`src/bus_pkg.sv`:
```
package bus_pkg;

  localparam int NUM_DEVICES = 8; // req and ack width

  typedef logic [31:0] bus_data_t;
  typedef logic [15:0] addr_t;
  typedef logic [15:0] mem_word_t;
  typedef logic [2:0]  dev_id_t;

  typedef enum logic [1:0] {
    bus_idle  = 2'd0,
    bus_write = 2'd1,
    bus_read  = 2'd2,
    bus_reply = 2'd3
  } bus_op_e;

  // control word broadcast next to the data word
  typedef struct packed {
    bus_op_e op;
    dev_id_t dest;
    dev_id_t src;
  } bus_ctrl_t;

  localparam dev_id_t MEM_BUS_ID  = 3'd0;
  localparam dev_id_t UART_BUS_ID = 3'd6;

  localparam logic [7:0] FRAME_WRITE = 8'h57; // 'W'
  localparam logic [7:0] FRAME_READ  = 8'h52; // 'R'

  typedef enum logic [3:0] {
    br_idle,
    br_addr_hi,
    br_addr_lo,
    br_data_hi,
    br_data_lo,
    br_request,
    br_wait_reply,
    br_send_hi,
    br_send_lo
  } bridge_state_e;

endpackage

```
`src/uart_bridge.sv`:
```
`timescale 1ns/1ps

module uart_bridge import bus_pkg::*; #(
  parameter int CLKS_PER_BIT = 434
) (
  input  logic      clk,
  input  logic      reset,
  input  logic      rx,
  output logic      tx,
  input  bus_data_t bus_data,
  input  bus_ctrl_t bus_ctrl,
  input  logic      ack,
  output logic      req,
  output bus_data_t data_out,
  output bus_ctrl_t ctrl_out
);
  bridge_state_e state;
  logic [7:0]    rx_byte;
  logic          rx_valid;
  logic [7:0]    tx_byte;
  logic          tx_start;
  logic          tx_busy;
  logic          tx_go;
  logic          is_read;
  addr_t         addr;
  mem_word_t     wdata;
  mem_word_t     rdata;
  logic          reply_hit;

  uart_receiver #(
    .CLKS_PER_BIT(CLKS_PER_BIT)
  ) receiver_i (
    .clk       (clk),
    .reset     (reset),
    .rx        (rx),
    .byte_out  (rx_byte),
    .byte_valid(rx_valid)
  );

  uart_transmitter #(
    .CLKS_PER_BIT(CLKS_PER_BIT)
  ) transmitter_i (
    .clk    (clk),
    .reset  (reset),
    .start  (tx_start),
    .byte_in(tx_byte),
    .tx     (tx),
    .busy   (tx_busy)
  );

  assign reply_hit = (bus_ctrl.op == bus_reply) && (bus_ctrl.dest == UART_BUS_ID);
  // busy lags start by a cycle
  assign tx_go     = (state == br_send_hi || state == br_send_lo) && !tx_busy && !tx_start;
  assign data_out  = {addr, wdata};
  assign ctrl_out  = '{op: is_read ? bus_read : bus_write, dest: MEM_BUS_ID, src: UART_BUS_ID};

  always_ff @(posedge clk) begin
    if (reset) begin
      state    <= br_idle;
      req      <= 1'b0;
      tx_start <= 1'b0;
      is_read  <= 1'b0;
    end else begin
      tx_start <= 1'b0;
      case (state)
        br_idle: begin
          if (rx_valid && rx_byte == FRAME_WRITE) begin
            is_read <= 1'b0;
            state   <= br_addr_hi;
          end else if (rx_valid && rx_byte == FRAME_READ) begin
            is_read <= 1'b1;
            state   <= br_addr_hi;
          end
        end
        br_addr_hi: if (rx_valid) state <= br_addr_lo;
        br_addr_lo: begin
          if (rx_valid && is_read) begin
            req   <= 1'b1;
            state <= br_request;
          end else if (rx_valid) begin
            state <= br_data_hi;
          end
        end
        br_data_hi: if (rx_valid) state <= br_data_lo;
        br_data_lo: begin
          if (rx_valid) begin
            req   <= 1'b1;
            state <= br_request;
          end
        end
        br_request: begin
          if (ack) begin
            req   <= 1'b0;
            state <= is_read ? br_wait_reply : br_idle;
          end
        end
        br_wait_reply: if (reply_hit) state <= br_send_hi;
        br_send_hi: begin
          if (tx_go) begin
            tx_start <= 1'b1;
            state    <= br_send_lo;
          end
        end
        br_send_lo: begin
          if (tx_go) begin
            tx_start <= 1'b1;
            state    <= br_idle;
          end
        end
        default: state <= br_idle;
      endcase
    end
  end

  always_ff @(posedge clk) begin
    if (rx_valid && state == br_addr_hi) addr[15:8] <= rx_byte;
    if (rx_valid && state == br_addr_lo) addr[7:0] <= rx_byte;
    if (rx_valid && state == br_data_hi) wdata[15:8] <= rx_byte;
    if (rx_valid && state == br_data_lo) wdata[7:0] <= rx_byte;
    if (state == br_wait_reply && reply_hit) rdata <= bus_data[15:0];
    if (tx_go) tx_byte <= (state == br_send_hi) ? rdata[15:8] : rdata[7:0]; // high byte first
  end

endmodule

```
`src/uart_receiver.sv`:
```
`timescale 1ns/1ps

module uart_receiver #(
  parameter int CLKS_PER_BIT = 434
) (
  input  logic       clk,
  input  logic       reset,
  input  logic       rx,
  output logic [7:0] byte_out,
  output logic       byte_valid
);
  localparam int CW = $clog2(CLKS_PER_BIT);

  typedef enum logic [1:0] {
    rx_idle,
    rx_start,
    rx_data,
    rx_stop
  } rx_state_e;

  rx_state_e     state;
  logic [1:0]    rx_sync;
  logic          rx_s;
  logic [CW-1:0] clk_cnt;
  logic [2:0]    bit_idx;
  logic [7:0]    shift_reg;
  logic          bit_end;
  logic          mid_start;

  assign rx_s      = rx_sync[1];
  assign bit_end   = clk_cnt == CW'(CLKS_PER_BIT - 1);
  assign mid_start = clk_cnt == CW'(CLKS_PER_BIT / 2 - 1);
  assign byte_out  = shift_reg;

  always_ff @(posedge clk) begin
    if (reset) begin
      rx_sync    <= 2'b11; // line idles high
      state      <= rx_idle;
      clk_cnt    <= '0;
      bit_idx    <= '0;
      byte_valid <= 1'b0;
    end else begin
      rx_sync    <= {rx_sync[0], rx};
      byte_valid <= 1'b0;
      clk_cnt    <= clk_cnt + 1'b1;
      case (state)
        rx_idle: begin
          clk_cnt <= '0;
          if (!rx_s) state <= rx_start;
        end
        rx_start: begin
          if (mid_start) begin
            clk_cnt <= '0;
            bit_idx <= '0;
            state   <= rx_s ? rx_idle : rx_data; // glitch, not a start bit
          end
        end
        rx_data: begin
          if (bit_end) begin
            clk_cnt <= '0;
            bit_idx <= bit_idx + 3'd1;
            if (bit_idx == 3'd7) state <= rx_stop;
          end
        end
        rx_stop: begin
          if (bit_end) begin
            byte_valid <= rx_s; // framing error drops the byte
            state      <= rx_idle;
          end
        end
        default: state <= rx_idle;
      endcase
    end
  end

  always_ff @(posedge clk) begin
    if (state == rx_data && bit_end) begin
      shift_reg <= {rx_s, shift_reg[7:1]}; // lsb first
    end
  end

endmodule

```
`src/uart_transmitter.sv`:
```
`timescale 1ns/1ps

module uart_transmitter #(
  parameter int CLKS_PER_BIT = 434
) (
  input  logic       clk,
  input  logic       reset,
  input  logic       start,
  input  logic [7:0] byte_in,
  output logic       tx,
  output logic       busy
);
  localparam int CW = $clog2(CLKS_PER_BIT);

  logic [CW-1:0] clk_cnt;
  logic [3:0]    bit_cnt;
  logic [8:0]    shift_reg;
  logic          bit_end;

  assign bit_end = clk_cnt == CW'(CLKS_PER_BIT - 1);

  always_ff @(posedge clk) begin
    if (reset) begin
      tx      <= 1'b1;
      busy    <= 1'b0;
      clk_cnt <= '0;
      bit_cnt <= '0;
    end else if (!busy) begin
      clk_cnt <= '0;
      bit_cnt <= '0;
      if (start) begin
        tx   <= 1'b0; // start bit
        busy <= 1'b1;
      end
    end else if (bit_end) begin
      clk_cnt <= '0;
      bit_cnt <= bit_cnt + 4'd1;
      if (bit_cnt == 4'd9) begin
        busy <= 1'b0; // stop bit done, tx stays high
      end else begin
        tx <= shift_reg[0];
      end
    end else begin
      clk_cnt <= clk_cnt + 1'b1;
    end
  end

  always_ff @(posedge clk) begin
    if (!busy && start) begin
      shift_reg <= {1'b1, byte_in}; // stop bit above the data
    end else if (busy && bit_end) begin
      shift_reg <= {1'b1, shift_reg[8:1]};
    end
  end

  start_while_busy: assert property (
    @(posedge clk) disable iff (reset)
    busy |-> !start
  );

endmodule

```
`config.mk`:
```
export PLATFORM = sky130hd
export DESIGN_NAME = uart_bridge
export DESIGN_NICKNAME = d
export VERILOG_FILES = /design/src/bus_pkg.sv /design/src/uart_bridge.sv /design/src/uart_receiver.sv /design/src/uart_transmitter.sv
export SDC_FILE = /design/constraint.sdc
export NUM_CORES = 1
export LEC_CHECK = 0
export BUFFER_PORTS_ARGS = -buffer_cell sky130_fd_sc_hd__buf_2
export CAP_MARGIN = 20
export CORE_ASPECT_RATIO = 1.4
export CORE_UTILIZATION = 25
export DETAILED_ROUTE_END_ITERATION = 12
export PLACE_DENSITY = 0.54
export SYNTH_ARGS = -nofsm -noshare
export SYNTH_HDL_FRONTEND = slang
export SYNTH_SLANG_ARGS = --single-unit
```
`constraint.sdc`:
```
create_clock -name clk -period 3.8 [get_ports clk]
set_input_delay 0.19 -clock clk [delete_from_list [all_inputs] [get_ports clk]]
set_output_delay 0.19 -clock clk [all_outputs]
set_load 0.05 [all_outputs]
```
==> key figures, run 1 <==
Route
  – WL/cell: 12.08 um
  – Antenna-violating nets left: 0
  – DRC violations left: 0
  – Vias/cell: about 4.2
  – DR pass1 iterations: 4
  – Routed via count: 2758
  – Wirelength, routed: ~7800 um
  – 1st-iter DRT viols: 137

Power and ir drop
  – Peak supply drop: about 0.00020 V
  – PD cells: around 410 nW/um2
  – Lkg Pwr: 0.001899 uW

Run status
  – Status: complete, no violations

Global routing
  – Pin count of the biggest net entering global routing: 20
  – First-pass GRT wire length: roughly 13000 um
  – GRT Util Overall: 9.057%
  – Total congestion overflow: 0
  – Vias in the first global route: 2643
  – Initial antenna violation count: 0

STA
  – RSZ-0062 raised after global routing: no
  – Fin crit share: 55.25%
  – Setup TNS: 0 ns
  – Max Clock Skew: 0.006012 ns
  – Min Tclk post-route: between 2 and 2.5 ns
  – Setup violations, final: 0
  – Rel. slew slack: 40.28%
  – Final Hold Viols: 0
  – Max Slew Vio Count: 0
  – Actual slew at the worst max-slew pin: 0.8926 ns
  – Max Clk Rate: 476.3 MHz
  – Final hold slack: 0.01619 ns

Clock network
  – Root Driver: clkbuf_16
  – Clk sinks: about 110
  – CTS buffer count: 9
  – CTS Buffer Depth: 2
  – CTS tree: built
  – Hold Buf Count CTS: 7
  – CTS clk-pin slew, worst paths: 0.07 ns
  – Clk_lat worst skew: 0.35 ns
  – Post-CTS setup buffer count: 0
  – H-Tree Depth: 3
  – Post-CTS sizing: 0

Synth
  – Post-Syn Area per Cell: 13.31 um2
  – Synth Register Bits: 111
  – Cell area after technology mapping: about 4500 um2
  – Async SR Flop Fraction: 0%
  – Synth Warn #: 0
  – Gate Count Post-Synth: 336
  – Top_reg_cell synth: edfxtp_1
  – EDFF count, synth: 72
  – Register area share after synthesis: around two thirds
  – Count of different cell masters after synthesis: 54

Worst setup path
  – CP Capture Type: register
  – Worst Path Max Fanout: 15
  – WP data arrival: 2.15 ns
  – Crit path kind: reg -> reg
  – Critical Path RT: 3.85 ns
  – CP startpoint kind: register
  – R2R Setup Slk: 1.70 ns

Floorplanning
  – Die area: 18430 um2
  – Num rows: 57
  – IO Count: 86
  – Die Ht: 160.2 um
  – Die X: between 100 and 150 um
  – Core area: 17400 um2
  – Starting Density: 25.70%

Hold path
  – Hold Path Class: in -> reg

Cells and area
  – Most common cell after layout, fill and taps aside: edfxtp_1
  – Seq. cell area: 2943 um2
  – Proportion of layout cells with a drive suffix above 1: 25.42%
  – Most frequent cells in the layout: edfxtp_1 (72), buf_2 (60), nor2_1 (40)
  – Largest regs: addr (16), rdata (16), wdata (16)
  – Fin cells: between 600 and 700
  – N_diodes: 0
  – Layout area overhead: 20.59%
  – Final layout net count: ~470
  – Fillers: 1785
  – Multi-input logic area: between 1000 and 1500 um2

Placement
  – GPL Wtd Cong: ~0.76
  – Dpl hpwl: roughly 5600 um
  – Count of buffers from port buffering: 60
  – Dpl cells: 623

Flow run
  – Maxcap violations: 0
-- synth_stat cells (all sizes together), types with 5 or more instances --
master | n | area [um2]
mux2 | 17 | 191.4
xor2 | 7 | 61.31
nand2 | 17 | 66.32
dfxtp | 39 | 780.8
inv | 13 | 48.80
and3 | 6 | 37.54
nand3 | 6 | 35.03
nor3 | 5 | 25.02
o21ai | 5 | 25.02
a21oi | 11 | 55.05
edfxtp | 72 | 2162
nor2 | 40 | 150.1
ha | 15 | 187.7
xnor2 | 10 | 87.58
buf | 12 | 78.82
-- path summary, 6_finish.rpt --
path                          from                    end  depth (start not counted)
min                    bus_data[8]               rdata[8]                          1
min reg2reg  receiver_i.rx_sync[0]  receiver_i.rx_sync[1]                          1
max reg2reg               state[1]             tx_byte[7]                          5
max                       state[1]             tx_byte[7]                          5
-- power by group --
group | internal (uW) | switching (uW) | total [uW] | leakage [uW]
registers | 1270 | 6.28 | 1280 | 0.000962
logic | 30.3 | 41.7 | 72.0 | 0.000803
clock network | 451 | 421 | 871 | 0.000135
total | 1760 | 469 | 2220 | 0.00190
-- cells by family (layout without fill, tap and decap cells) --
group | count (synthesis) | after routing | share of synthesized area, %
DFF | 111 | 111 | 65.81
and+or+nand+nor | 107 | 107 | 12.73
AOI/OAI and AO/OA | 37 | 37 | 6.072
buffers and inverters | 29 | 102 | 3.190
muxes | 18 | 18 | 4.505
xor gates and xnor gates | 17 | 17 | 3.330
adders and majority gates | 15 | 15 | 4.197
other | 2 | 6 | 0.1679
-- through the flow --
step	utilization, %	area, um2	setup WS [ns]	power (uW)
final	30.99	5393	1.701	2225
after global routing	30.99	5393	1.529	2323
after global placement	28.83	5017	1.722	1370
after detailed placement	28.83	5017	1.697	1373
after CTS	30.82	5363	1.680	2261
after floorplan	-	4487	1.017	1356
-- critical path, stage by stage (launching register included) --
cell and delay (ns):
dfxtp_1 0.59, nor2b_1 0.29, nand3_2 0.28, a21boi_1 0.27
nor3_1 0.17, buf_4 0.21
-- cell type report --
type                            instances  share of cell area (%)
Sequential cell                       111                   54.57
Multi-Input combinational cell        200                   26.10
Timing Repair Buffer                   73                   7.842
Tap cell                              236                   5.476
Clock buffer                           10                   4.246
Inverter                               13                  0.9049
Clock inverter                          6                  0.8585
-- per-layer routing --
layer,global-route usage [%],part of all wire (%),vias to the layer above
met4,5.018,2.4,0
met2,14.81,49,78
li1,-,-,1344
met1,10.61,44,1325
met5,0,0,-
met3,2.467,4.9,11
No activity file was read; power rests on OpenSTA's default activity.
==> run 2, diff against run 1 <==
clock period = 2 ns   (was 3.8 ns; I/O delays follow)
==> run 2 against run 1 <==
Compared with the run above:
- cell area rose by 4.6%
- maximum frequency is 12% higher
- worst hold slack improved by 0.081 ns
- sequential cell count is the same
- die area unchanged
- count of clock-buffer cells in the layout decreased by 1
- sequential share of layout area is 2.4 points lower
- non-clock buffer count grew 15
- clock skew grew 0.0022 ns
- core utilization rose by 1.4 points
- largest power group unchanged
- clock power grew to 2.5 times the previous value
- register-to-register slack lost 1.6 ns
==> key figures, run 2 (synthesis gave the netlist of run 1 again) <==
Power and ir drop
  – Peak supply drop: roughly 0.00034 V
  – PD cells: 847.5 nW/um2
  – Lkg Pwr: 0.002019 uW

Global routing
  – Pin count of the biggest net entering global routing: 20
  – Vias in the first global route: about 2800
  – GRT Util Overall: 9.348%
  – Total congestion overflow: 0
  – First-pass GRT wire length: between 10000 and 15000 um
  – Initial antenna violation count: 0

Floorplanning
  – Die area: 18430 um2
  – Die Ht: about 160 um
  – Core area: between 15000 and 20000 um2
  – IO Count: 86
  – Die X: 115.0 um
  – Starting Density: 25.70%
  – Num rows: between 50 and 60

STA
  – Max Clock Skew: 0.008227 ns
  – Fin crit share: 93.87%
  – Final Hold Viols: 0
  – Max Slew Vio Count: 0
  – Rel. slew slack: 64.43%
  – Min Tclk post-route: around 1.9 ns
  – Setup TNS: 0 ns
  – Max Clk Rate: 532.6 MHz
  – Actual slew at the worst max-slew pin: ~0.53 ns
  – Setup violations, final: 0
  – RSZ-0062 raised after global routing: no

Route
  – Routed via count: 2781
  – DRC violations left: 0
  – WL/cell: 12.24 um
  – Wirelength, routed: 8130 um
  – DR pass1 iterations: 4
  – 1st-iter DRT viols: around 190
  – Vias/cell: around 4.2
  – Antenna-violating nets left: 0

Cells and area
  – Final Cell Area: 5640 um2
  – Largest regs: addr (16), rdata (16), wdata (16)
  – Final layout net count: 482
  – Layout area overhead: 26.13%
  – N_diodes: 0
  – Most frequent cells in the layout: edfxtp_1 (72), buf_2 (60), nor2_1 (40)
  – Proportion of layout cells with a drive suffix above 1: between 20% and 30%
  – Most common cell after layout, fill and taps aside: edfxtp_1

Worst setup path
  – Critical Path RT: 2.24 ns
  – Crit path kind: reg -> reg
  – WP data arrival: between 2 and 2.5 ns
  – Worst Path Max Fanout: 5
  – CP startpoint kind: register
  – CP Capture Type: register

Placement
  – Count of buffers from port buffering: 60
  – Dpl hpwl: ~5700 um
  – GPL Wtd Cong: 0.7960
  – Post-Place Cell Area: 5086 um2

Clock network
  – Root Driver: clkbuf_16
  – CTS Buffer Depth: 2
  – CTS tree: built
  – CTS buffer count: 9
  – Clk_lat worst skew: approximately 0.35 ns
  – Clk sinks: 111
  – CTS clk-pin slew, worst paths: 0.07 ns
  – H-Tree Depth: 3

Flow run
  – Maxcap violations: 0

Run status
  – Status: complete, no violations

Hold path
  – Hold Path Class: in -> reg
run 2: final cells by class:
cell class                      instances  area [um2]
Multi-Input combinational cell        200        1421
Tap cell                              236       295.3
Sequential cell                       111        2943
Clock inverter                          7       153.9
Clock buffer                            9       225.2
Fill cell                            1746       11760
Timing Repair Buffer                   88       553.0
Inverter                               13       48.80
run 2: power by group:
part           leakage, uW  switching, uW  internal (uW)
Sequential        0.000962           12.0           2420
Clock             0.000183            826           1370
Combinational     0.000874           83.7           66.3
Total              0.00202            922           3860
run 2: final timing paths:
kind	startpoint	cells past startpoint	end	slack, ns
max	receiver_i.clk_cnt[0]	7	register	0.12
min	ack	3	req	0.1
max reg2reg	receiver_i.clk_cnt[0]	7	register	0.12
min reg2reg	receiver_i.rx_sync[0]	1	receiver_i.rx_sync[1]	0.42
run 2: per-layer routing:
layer / vias to the layer above / routed length, um / track usage (%)
met5: - / 0 / 0
met4: 0 / 187 / 5.431
met3: 11 / 350 / 1.935
met2: 81 / 4121 / 16.05
met1: 1314 / 3470 / 10.57
li1: 1375 / - / -
run 2: per-stage QoR:
step / std cells / hold slack, ns / power (uW) / worst slack [ns] / utilization [%]
2_1_floorplan: 340 / 0.1989 / 2576 / 0.01402 / -
3_3_place_gp: 631 / 0.2774 / 2602 / 0.2171 / 29.23
3_5_place_dp: 631 / 0.2781 / 2607 / 0.1407 / 29.23
4_1_cts: 664 / 0.09594 / 4854 / 0.1246 / 32.38
5_1_grt: 664 / 0.1144 / 4935 / 0.000001332 / 32.41
6_report: 664 / 0.09743 / 4780 / 0.1226 / 32.41
run 2: what timing repair did:
item	4_1_cts	5_1_grt
gates resized for setup	0	1
setup endpoints to repair	0	2
hold buffers	17	0
buffers inserted	0	0
endpoints found under the hold margin	17	0
run 2: worst max-delay path, cell delays in order (launching register included):
cell      delay, ns
dfxtp_1        0.35
inv_1          0.07
ha_1           0.15
nand4b_1       0.12
o41ai_2        0.45
o211a_1        0.30
a311oi_1       0.11
a41o_1         0.22
