**src/bus_pkg.sv**
```systemverilog
package bus_pkg;

  localparam int NUM_DEVICES = 8; // req and ack width

  typedef logic [31:0] bus_data_t;
  typedef logic [15:0] addr_t;
  typedef logic [15:0] mem_word_t;
  typedef logic [2:0]  dev_id_t;

  typedef enum logic [1:0] {
    bus_idle  = 2'd0,
    bus_write = 2'd1,
    bus_read  = 2'd2,
    bus_reply = 2'd3
  } bus_op_e;

  // control word broadcast next to the data word
  typedef struct packed {
    bus_op_e op;
    dev_id_t dest;
    dev_id_t src;
  } bus_ctrl_t;

  localparam dev_id_t MEM_BUS_ID  = 3'd0;
  localparam dev_id_t UART_BUS_ID = 3'd6;

  localparam logic [7:0] FRAME_WRITE = 8'h57; // 'W'
  localparam logic [7:0] FRAME_READ  = 8'h52; // 'R'

  typedef enum logic [3:0] {
    br_idle,
    br_addr_hi,
    br_addr_lo,
    br_data_hi,
    br_data_lo,
    br_request,
    br_wait_reply,
    br_send_hi,
    br_send_lo
  } bridge_state_e;

endpackage

```
**src/bus_controller.sv**
```systemverilog
`timescale 1ns/1ps

module bus_controller import bus_pkg::*; (
  input  logic                   clk,
  input  logic                   reset,
  input  logic [NUM_DEVICES-1:0] req,
  input  bus_data_t              dev_data [NUM_DEVICES],
  input  bus_ctrl_t              dev_ctrl [NUM_DEVICES],
  output logic [NUM_DEVICES-1:0] ack,
  output bus_data_t              bus_data,
  output bus_ctrl_t              bus_ctrl
);
  localparam bus_ctrl_t IDLE_CTRL = '{op: bus_idle, dest: '0, src: '0};

  logic [NUM_DEVICES-1:0] eligible;
  dev_id_t                ptr;
  dev_id_t                idx;
  dev_id_t                winner;
  logic                   grant;

  assign eligible = req & ~ack; // a held req is not granted twice

  // first eligible requester at or after the pointer
  always_comb begin
    grant  = 1'b0;
    winner = ptr;
    idx    = ptr;
    for (int i = 0; i < NUM_DEVICES; i++) begin
      idx = dev_id_t'(ptr + dev_id_t'(i));
      if (!grant && eligible[idx]) begin
        grant  = 1'b1;
        winner = idx;
      end
    end
  end

  always_ff @(posedge clk) begin
    if (reset) begin
      ack      <= '0;
      ptr      <= '0;
      bus_ctrl <= IDLE_CTRL;
    end else begin
      ack      <= '0;
      bus_ctrl <= IDLE_CTRL; // idle unless granted
      if (grant) begin
        ack[winner] <= 1'b1;
        ptr         <= winner + 3'd1; // search resumes past the winner
        bus_ctrl    <= dev_ctrl[winner];
      end
    end
  end

  always_ff @(posedge clk) begin
    if (grant) begin
      bus_data <= dev_data[winner];
    end
  end

  granted_op_valid: assert property (
    @(posedge clk) disable iff (reset)
    (ack != '0) |-> (bus_ctrl.op != bus_idle) // requester had a real operation
  );

  req_drop_after_ack: assert property (
    @(posedge clk) disable iff (reset)
    (req & $past(ack)) == '0
  );

endmodule

```
**config.mk**
```make
export PLATFORM = sky130hd
export DESIGN_NAME = bus_controller
export DESIGN_NICKNAME = d
export VERILOG_FILES = /design/src/bus_pkg.sv /design/src/bus_controller.sv
export SDC_FILE = /design/constraint.sdc
export NUM_CORES = 1
export LEC_CHECK = 0
export BUFFER_PORTS_ARGS = -buffer_cell sky130_fd_sc_hd__buf_2
export CAP_MARGIN = 20
export CELL_PAD_IN_SITES_DETAIL_PLACEMENT = 0
export CELL_PAD_IN_SITES_GLOBAL_PLACEMENT = 1
export CORE_ASPECT_RATIO = 0.6
export CORE_MARGIN = 3
export CORE_UTILIZATION = 27
export CTS_CLUSTER_DIAMETER = 60
export CTS_CLUSTER_SIZE = 16
export DETAILED_ROUTE_END_ITERATION = 12
export PLACE_DENSITY_LB_ADDON = 0.1
export SYNTH_ARGS = -nofsm -noshare
export SYNTH_HDL_FRONTEND = slang
export SYNTH_SLANG_ARGS = --single-unit
```
**constraint.sdc**
```tcl
create_clock -name clk -period 3.9 [get_ports clk]
set_input_delay 0.195 -clock clk [delete_from_list [all_inputs] [get_ports clk]]
set_output_delay 0.195 -clock clk [all_outputs]
set_load 0.01 [all_outputs]
```
==> impl_metrics.toml, run 1 <==
[critical_path]
crit_required_ns = 3.95
crit_type = "register to register"
worst_setup_path_end_kind = "register"
path_cells = "inv_2 > ha_1 > xor2_2 > mux4_2 > mux2i_4 > a31oi_1 > buf_4 > o32ai_4 > xnor2_4 > buf_4 > buf_12 > mux4_2 > mux2_2"
worstSetupStartpoint = "ptr[0]"
rr_worst_depth = 13
r2r-end = "bus_data[30]"
max_stage_delay_ns = 0.58
critPathArrivalTime_ns = 3.79
rrSetupSlack_ns = 0.17
worst-path-max-fanout = 20
critPathSlowestCell = "mux4_2"
worstSetupStartpointType = "register"
r2r-start = "ptr[0]"
endpoint = "bus_data[30]"

[clock_tree]
cts-root-buf = "clkbuf_16"
tritoncts = "done"
clkLatencyLatePin_ns = 0.30
clk_pin_slew_worst_paths_ns = 0.08
hold_buffers = 0
cts_max_level = 2
cts_buffers = 5
cts_buffer_depth = 2
numClockSinks = 51

[placement]
dpl_cell_area_mm2 = 0.007391
gp_congestion = 1.001
portBuffers = 377
hpwl_mm = 19.73

[timing]
maxSlewHeadroom_pct = 58.17
fin_skew_ns = 0.01017
finalSetupViolCount = 0
min_period_over_period_pct = 95.70
fin_setup_tns_ns = 0
fmax_mhz = 267.9
tightestPinTransition_ns = 0.6217
min_period_ns = 3.732
finalHoldViolCount = 0
slew_viol_final = 0

[die]
start_util_pct = 28.39
ios = 378
die_w_um = 182.1
fp.dieH_um = 111.6
core_area_mm2 = 0.01768
std_cell_rows = 37
dieArea_mm2 = 0.02032

[layout]
fill_cells = 1749
post-route-cell-area_mm2 = 0.007684
layout-drive-gt1-share_pct = 71.59
layout_common_cells = "buf_2, mux4_2, mux2i_1"
area_growth_pct = 53.03
multi_input_area_mm2 = 0.003555
final_common_cell = "buf_2"
utilization_pct = 43.45
nets = 1110
layout.area.seq_mm2 = 0.001343

[yosys]
synth_cell_types = 46
async_reset_ff_share_pct = 0
synth_top_area_cell = "mux4_2"
yosysTopAreaCellShare_pct = 33.19
syn_area_mm2 = 0.005021
postSynthAreaPerCell_um2 = 13.11
synth-seq-area-share_pct = 26.71
ys_warn_count = 0
synth_edf_count = 32
ys_seq_elements = 51
synth_area_leaders = "mux4_2, edfxtp_1, mux2i_1, mux2_2, dfxtp_1"
syn_nets = 716
synthFlopType = "edfxtp_1"
syn-instance-count = 383

[hold_path]
hp-class = "primary input to register"

[global_routing]
grt_max_degree = 40
gr-usage-all-layers_pct = 21.38
grt_pass1_wl_mm = 33.00
grt_overflow = 0
grt_pass1_vias = 5332
antenna_found_initial = 3

[power_and_ir_drop]
ir_drop_mv = 0.7337
cellPowerDensity_mw_per_mm2 = 1372
power.leakage_uw = 0.003709

[drt]
wl_per_cell_um = 22.78
m1WireLength_mm = 9.711
drcViolationCount = 0
vias = 5247
drt_iter0_markers = 355
wl_met2_mm = 11.10
firstDrtPassIters = 4
drt-total-wl_mm = 23.10
viasPerCell = 5.175
wl_met3_mm = 1.972
top_layer_used = "met5"
ant_nets = 0

[run_status]
status = "completed"

[run]
drv_cap = 0
-- synthesized netlist by cell type (2+ instances only) --
cell / number
buf_1: 5
nor2_1: 23
xnor2_1: 3
edfxtp_1: 32
ha_1: 3
mux2_2: 41
buf_4: 3
o2bb2ai_1: 2
nand2_1: 19
o31ai_1: 4
inv_1: 7
a211oi_1: 5
o21ai_0: 4
a221oi_1: 2
o211a_1: 8
mux4_2: 74
nor3_1: 7
o31a_1: 2
buf_2: 17
dfxtp_1: 19
clkbuf_1: 4
inv_2: 2
a21oi_1: 2
nand3_1: 2
nand2b_1: 9
mux2i_1: 54
nor2b_1: 9
o22ai_1: 3
-- critical path, delay by kind of cell (launching register included) --
| kind | cells | cell delay, ns |
|---|---|---|
| multiplexers | 4 | 1.56 |
| flip-flops | 1 | 0.35 |
| adder cells (fa/ha/maj) | 1 | 0.25 |
| XOR/XNOR | 2 | 0.39 |
| buffers and inverters | 4 | 0.59 |
| AO/OA/AOI/OAI | 2 | 0.32 |
-- worst min path at each step --
| stage | startpoint | to | slack [ns] | cells past startpoint |
|---|---|---|---|---|
| 6_report | reset | ptr[0] | 0.12 | 2 |
| 5_1_grt | reset | ptr[0] | 0.12 | 2 |
| 2_1_floorplan | reset | ptr[0] | 0.27 | 1 |
| 4_1_cts | reset | ptr[0] | 0.12 | 2 |
| 3_5_place_dp | reset | ptr[0] | 0.43 | 2 |
| 3_3_place_gp | reset | ptr[2] | 0.43 | 2 |
-- sequential cells by signal, summed over array words and instances (netlist names) --
name	flops
bus_ctrl	8
ack	8
bus_data	32
ptr	3
-- stage by stage --
step,hold WS [ns],worst slack [ns],power [µW],instances
2_1_floorplan,0.2674,0.05675,7613,383
3_3_place_gp,0.4302,-0.1728,9660,998
3_5_place_dp,0.4332,-0.1089,9803,998
4_1_cts,0.1176,0.03580,10560,1010
5_1_grt,0.1174,-0.02557,11310,1014
6_report,0.1196,0.1675,10540,1014
-- cell type report --
type | instances | area share (%)
multi-input combinational | 293 | 46.26
timing repair buffer | 417 | 29.70
sequential | 51 | 17.47
tap | 234 | 3.810
clock buffer | 7 | 2.133
inverter | 9 | 0.4397
clock inverter | 1 | 0.1140
antenna | 2 | 0.06514
-- power breakdown --
part           leakage, µW  internal (µW)  switching, µW
registers         0.000496           1100            100
logic              0.00313           4930           3880
clock network    0.0000857            298            234
-- layer usage --
| layer | up-vias | track usage [%] |
|---|---|---|
| met2 | 288 | 35.07 |
| met5 | - | 0 |
| met3 | 18 | 5.158 |
| met4 | 2 | 3.854 |
| met1 | 2582 | 29.18 |
| li1 | 2357 | - |
-- cell families (layout without fill, tap and decap cells) --
| group | Yosys count | count (layout) | synth area share [%] |
|---|---|---|---|
| mux | 169 | 169 | 53.15 |
| simple gates | 73 | 73 | 6.853 |
| flops | 51 | 51 | 26.71 |
| compound gates | 42 | 42 | 7.103 |
| buf+inv | 39 | 434 | 3.713 |
| xor+xnor | 6 | 6 | 1.720 |
| fa+ha+maj | 3 | 3 | 0.7477 |
| other cells | 0 | 2 | 0 |
-- repair_timing --
| action | CTS | global route |
|---|---|---|
| pin swaps | 2 | 1 |
| cloned | 0 | 0 |
| gates resized for setup | 2 | 10 |
| setup endpoints to repair | 38 | 39 |
| buffers inserted | 4 | 2 |
Power figures use the tool's default switching activity.
==> run 2: changes to the inputs <==
--- a/config.mk
+++ b/config.mk
@@ -11,11 +11,12 @@
 export CELL_PAD_IN_SITES_GLOBAL_PLACEMENT = 1
 export CORE_ASPECT_RATIO = 0.6
 export CORE_MARGIN = 3
-export CORE_UTILIZATION = 27
+export CORE_UTILIZATION = 30
 export CTS_CLUSTER_DIAMETER = 60
 export CTS_CLUSTER_SIZE = 16
 export DETAILED_ROUTE_END_ITERATION = 12
 export PLACE_DENSITY_LB_ADDON = 0.1
+export SETUP_SLACK_MARGIN = 0.2
 export SYNTH_ARGS = -nofsm -noshare
 export SYNTH_HDL_FRONTEND = slang
 export SYNTH_SLANG_ARGS = --single-unit
==> constraint.sdc (replaced) <==
create_clock -name clk -period 3.5 [get_ports clk]
set_input_delay 0.175 -clock clk [delete_from_list [all_inputs] [get_ports clk]]
set_output_delay 0.175 -clock clk [all_outputs]
set_load 0.01 [all_outputs]
==> impl_metrics.toml, run 2 (synthesis gave the netlist of run 1 again) <==
[power_and_ir_drop]
power.leakage_uw = 0.004086
ir_drop_mv = 0.8990
cellPowerDensity_mw_per_mm2 = 1748
p_total_uw = 14780

[layout]
fill_cells = 1434
max_flop_register = "bus_data"
final_common_cell = "buf_2"
nets = 1143
top_regs = "bus_data (32), ack (8), bus_ctrl (8)"
layout-drive-gt1-share_pct = 74.35
area_growth_pct = 68.35
utilization_pct = 53.32
layout.area.seq_mm2 = 0.001348
layout_common_cells = "buf_2, mux4_2, mux2i_1"
multi_input_area_mm2 = 0.003744
largest_reg_flops = 32

[timing]
min_period_ns = 3.624
finalSetupViolCount = 33
finalHoldViolCount = 0
slew_viol_final = 0
fin_skew_ns = 0.008643
fin_setup_tns_ns = -2.986
fin_ws_ns = -0.1242
tightestPinTransition_ns = 0.6728
maxSlewHeadroom_pct = 54.77
min_period_over_period_pct = 103.5
fmax_mhz = 275.9
rsz0062_at_grt = "true"

[drt]
wl_per_cell_um = 22.84
vias = 5344
ant_nets = 0
viasPerCell = 5.163
drt-total-wl_mm = 23.64
firstDrtPassIters = 5
drt_iter0_markers = 308
drcViolationCount = 0

[critical_path]
r2r-end = "bus_data[31]"
r2r-start = "ptr[1]"
rrSetupSlack_ns = -0.12
crit_type = "register to register"
worstSetupStartpointType = "register"
critPathArrivalTime_ns = 3.69
worst_setup_path_end_kind = "register"
worst-path-max-fanout = 6
crit_required_ns = 3.56
rr_worst_depth = 14

[global_routing]
grt_pass1_vias = 5579
gr-usage-all-layers_pct = 23.61
grt_pass1_wl_mm = 32.71
antenna_found_initial = 5
grt_max_degree = 33
grt_overflow = 0

[clock_tree]
cts_buffer_depth = 2
numClockSinks = 51
cts_buffers = 5
clkLatencyLatePin_ns = 0.30
tritoncts = "done"
cts_max_level = 2
cts-root-buf = "clkbuf_16"
clk_pin_slew_worst_paths_ns = 0.08
hold_buffers = 0

[placement]
hpwl_mm = 19.16
pre_cts_ws_ns = -0.2417
gp_congestion = 0.9734
portBuffers = 377

[hold_path]
min_to = "ptr[0]"
holdPathStages = 2
hp-class = "primary input to register"
min_from = "reset"

[die]
core_area_mm2 = 0.01585
start_util_pct = 31.67
dieArea_mm2 = 0.01838
ios = 378
std_cell_rows = 35
die_w_um = 173.0
fp.dieH_um = 106.2

[run]
drv_cap = 0

[run_status]
status = "finished with violations"
violations = "negative setup slack"
[run 2: report_power, final]
group / switching (µW) / leakage, µW / internal (µW)
clock: 262 / 0.0000763 / 273
sequential: 109 / 0.000497 / 1230
combinational: 5210 / 0.00351 / 7690
total: 5580 / 0.00409 / 9200
[run 2: layout make-up]
| type | instances | share of cell area (%) |
|---|---|---|
| Antenna cell | 2 | 0.05921 |
| Clock buffer | 5 | 1.480 |
| Clock inverter | 3 | 0.3108 |
| Inverter | 9 | 0.4885 |
| Multi-Input combinational cell | 293 | 44.29 |
| Sequential cell | 51 | 15.94 |
| Tap cell | 222 | 3.286 |
| Timing Repair Buffer | 450 | 34.15 |
[run 2: through the flow]
stage	std cells	cell area (µm²)	hold slack, ns
6_report	1035	8453	0.07599
4_1_cts	1022	8197	0.07837
3_3_place_gp	997	7557	0.3986
5_1_grt	1034	8451	0.08558
2_1_floorplan	383	5165	0.2400
3_5_place_dp	997	7557	0.4014
[run 2: worst max path at each step]
| stage | startpoint | endpoint | cells past startpoint |
|---|---|---|---|
| 2_1_floorplan | ptr[0] | bus_data[22] | 14 |
| 3_3_place_gp | ptr[1] | bus_data[24] | 11 |
| 3_5_place_dp | ptr[1] | bus_data[21] | 11 |
| 4_1_cts | ptr[0] | bus_data[20] | 13 |
| 5_1_grt | ptr[0] | bus_data[23] | 14 |
| 6_report | ptr[1] | bus_data[31] | 14 |
[run 2: what timing repair did]
action / CTS / global route
pin swaps: 11 / 10
endpoints found under the setup margin: 48 / 82
gates resized for setup: 43 / 15
gates cloned: 5 / 5
setup buffers: 12 / 6
[run 2: metal layers]
layer  vias up  share of wire, %  global-route usage, %
met2       261                53                  43.23
met4         6               1.6                  5.145
li1       2432                 -                      -
met3        28               8.1                  6.959
met5         -              0.19                      0
met1      2617                38                  27.52
[run 2: worst max-delay path: stages, from the launching register on]
cell and delay [ns]:
dfxtp_2 0.33, buf_4 0.14, ha_1 0.24, xnor2_4 0.21, buf_4 0.15, mux4_2 0.53
a31oi_4 0.24, a211oi_2 0.11, a221oi_2 0.29, o32ai_4 0.13, buf_12 0.17, buf_12 0.13
buf_16 0.13, mux4_2 0.30, mux2_4 0.28
==> run 3: changes to the inputs <==
--- a/config.mk
+++ b/config.mk
@@ -12,6 +12,7 @@
 export CORE_ASPECT_RATIO = 0.6
 export CORE_MARGIN = 3
 export CORE_UTILIZATION = 30
+export CTS_BUF_LIST = sky130_fd_sc_hd__clkbuf_4
 export CTS_CLUSTER_DIAMETER = 60
 export CTS_CLUSTER_SIZE = 16
 export DETAILED_ROUTE_END_ITERATION = 12
==> impl_metrics.toml, run 3 (synthesis gave the netlist of run 1 again) <==
[run_status]
status = "finished with violations"
violations = "negative setup slack"

[drt]
ant_nets = 0
viasPerCell = 5.193
drcViolationCount = 0
drt_iter0_markers = 333
firstDrtPassIters = 9
vias = 5427
drt-total-wl_mm = 24.12
wl_per_cell_um = 23.08

[layout]
fin_cells = 1045
area_growth_pct = 69.85
nets = 1152
max_flop_register = "bus_data"
layout-drive-gt1-share_pct = 75.37
layout_common_cells = "buf_2, mux4_2, mux2i_1"
final_common_cell = "buf_2"
largest_reg_flops = 32
top_regs = "bus_data (32), ack (8), bus_ctrl (8)"

[clock_tree]
numClockSinks = 51
cts_buffers = 5
clkLatencyLatePin_ns = 0.39
clk_pin_slew_worst_paths_ns = 0.18
cts-root-buf = "clkbuf_4"
cts_max_level = 2
cts_buffer_depth = 2
tritoncts = "done"

[timing]
min_period_ns = 3.611
finalSetupViolCount = 37
rsz0062_at_grt = "true"
fin_ws_ns = -0.1105
finalHoldViolCount = 0
maxSlewHeadroom_pct = 61.29
holdWs_ns = 0.1827
fmax_mhz = 277.0
min_period_over_period_pct = 103.2
fin_setup_tns_ns = -2.912
slew_viol_final = 0
fin_skew_ns = 0.01442
tightestPinTransition_ns = 0.5772

[critical_path]
worst-path-max-fanout = 7
rr_worst_depth = 12
critPathSlowestCell = "mux4_2"
critPathArrivalTime_ns = 3.77
crit_type = "register to register"
worstSetupStartpointType = "register"
path_cells = "buf_4 > ha_1 > xnor2_4 > buf_4 > mux4_2 > a31oi_4 > o32ai_4 > xnor2_4 > buf_6 > clkbuf_16 > mux4_2 > mux2_2"
crit_required_ns = 3.66
worst_setup_path_end_kind = "register"
max_stage_delay_ns = 0.54

[power_and_ir_drop]
p_total_uw = 15100
ir_drop_mv = 1.281
power.leakage_uw = 0.004130
cellPowerDensity_mw_per_mm2 = 1771

[global_routing]
grt_pass1_vias = 5565
grt_max_degree = 33
gr-usage-all-layers_pct = 23.44
grt_overflow = 0
grt_pass1_wl_mm = 32.42
antenna_found_initial = 5

[die]
core_area_mm2 = 0.01585
start_util_pct = 31.67
die_w_um = 173.0
ios = 378
fp.dieH_um = 106.2
std_cell_rows = 35
dieArea_mm2 = 0.01838

[hold_path]
holdPathStages = 4
hp-class = "primary input to register"

[run]
drv_cap = 0

[placement]
gp_congestion = 0.9734
portBuffers = 377
dp_cells = 997
hpwl_mm = 19.16
run 3: changes by cell type in the layout (fill, tap and decap cells not counted), moves of 2 or more:
cell      change
buf_12        -2
buf_16        -3
buf_4         +4
buf_8         +2
clkbuf_4      +5
mux2_2        -5
mux2_4        +5
nand2_1       -2
nand2_2       +2
run 3: through the flow:
| step | utilization [%] | worst slack, ns | area (µm²) |
|---|---|---|---|
| after global placement | 47.67 | -0.1446 | 7557 |
| after floorplan | - | -0.06638 | 5165 |
| after CTS | 49.87 | -0.08192 | 7905 |
| final | 53.80 | -0.1105 | 8528 |
| after global routing | 53.76 | -0.2146 | 8523 |
| after detailed placement | 47.67 | -0.2417 | 7557 |
run 3: worst paths after layout:
kind	startpoint	end	slack [ns]
setup reg to reg	ptr[1]	bus_data[9]	-0.11
hold / removal	dev_ctrl[6]	bus_ctrl[6]	0.18
hold reg to reg	ptr[1]	ptr[1]	0.76
setup / recovery	ptr[1]	bus_data[9]	-0.11
run 3: critical path, delay by kind of cell (launching register included):
| kind | cells | cell delay [ns] |
|---|---|---|
| fa+ha+maj | 1 | 0.24 |
| flops | 1 | 0.37 |
| buf+inv | 4 | 0.65 |
| xor+xnor | 2 | 0.41 |
| mux | 3 | 1.31 |
| compound gates | 2 | 0.39 |
run 3: routing by layer:
layer / vias up / track usage, % / part of all wire [%] / wire, µm
li1: 2454 / - / - / -
met1: 2657 / 27.48 / 36 / 8793
met2: 278 / 42.58 / 53 / 12870
met3: 32 / 6.888 / 8.3 / 2005
met4: 6 / 5.434 / 1.7 / 408
met5: - / 0 / 0.18 / 44
run 3: layout make-up:
type | instances | area, µm²
Antenna cell | 3 | 7.507
Clock buffer | 5 | 37.54
Clock inverter | 3 | 26.28
Fill cell | 1438 | 7325
Inverter | 9 | 46.29
Multi-Input combinational cell | 293 | 3790
Sequential cell | 51 | 1348
Tap cell | 222 | 277.8
Timing Repair Buffer | 459 | 2995
run 3: power by group:
part	internal (µW)	total, µW	switching [µW]
Sequential	1220	1330	110
Clock	85.9	320	234
Combinational	8070	13400	5370
Total	9380	15100	5720
run 3: what timing repair did:
action | CTS | global route
gates cloned | 4 | 12
hold buffers | 1 | 0
gates resized for setup | 28 | 46
pin swaps | 8 | 14
setup buffers | 4 | 16
setup endpoints to repair | 48 | 82
endpoints found under the hold margin | 3 | 0
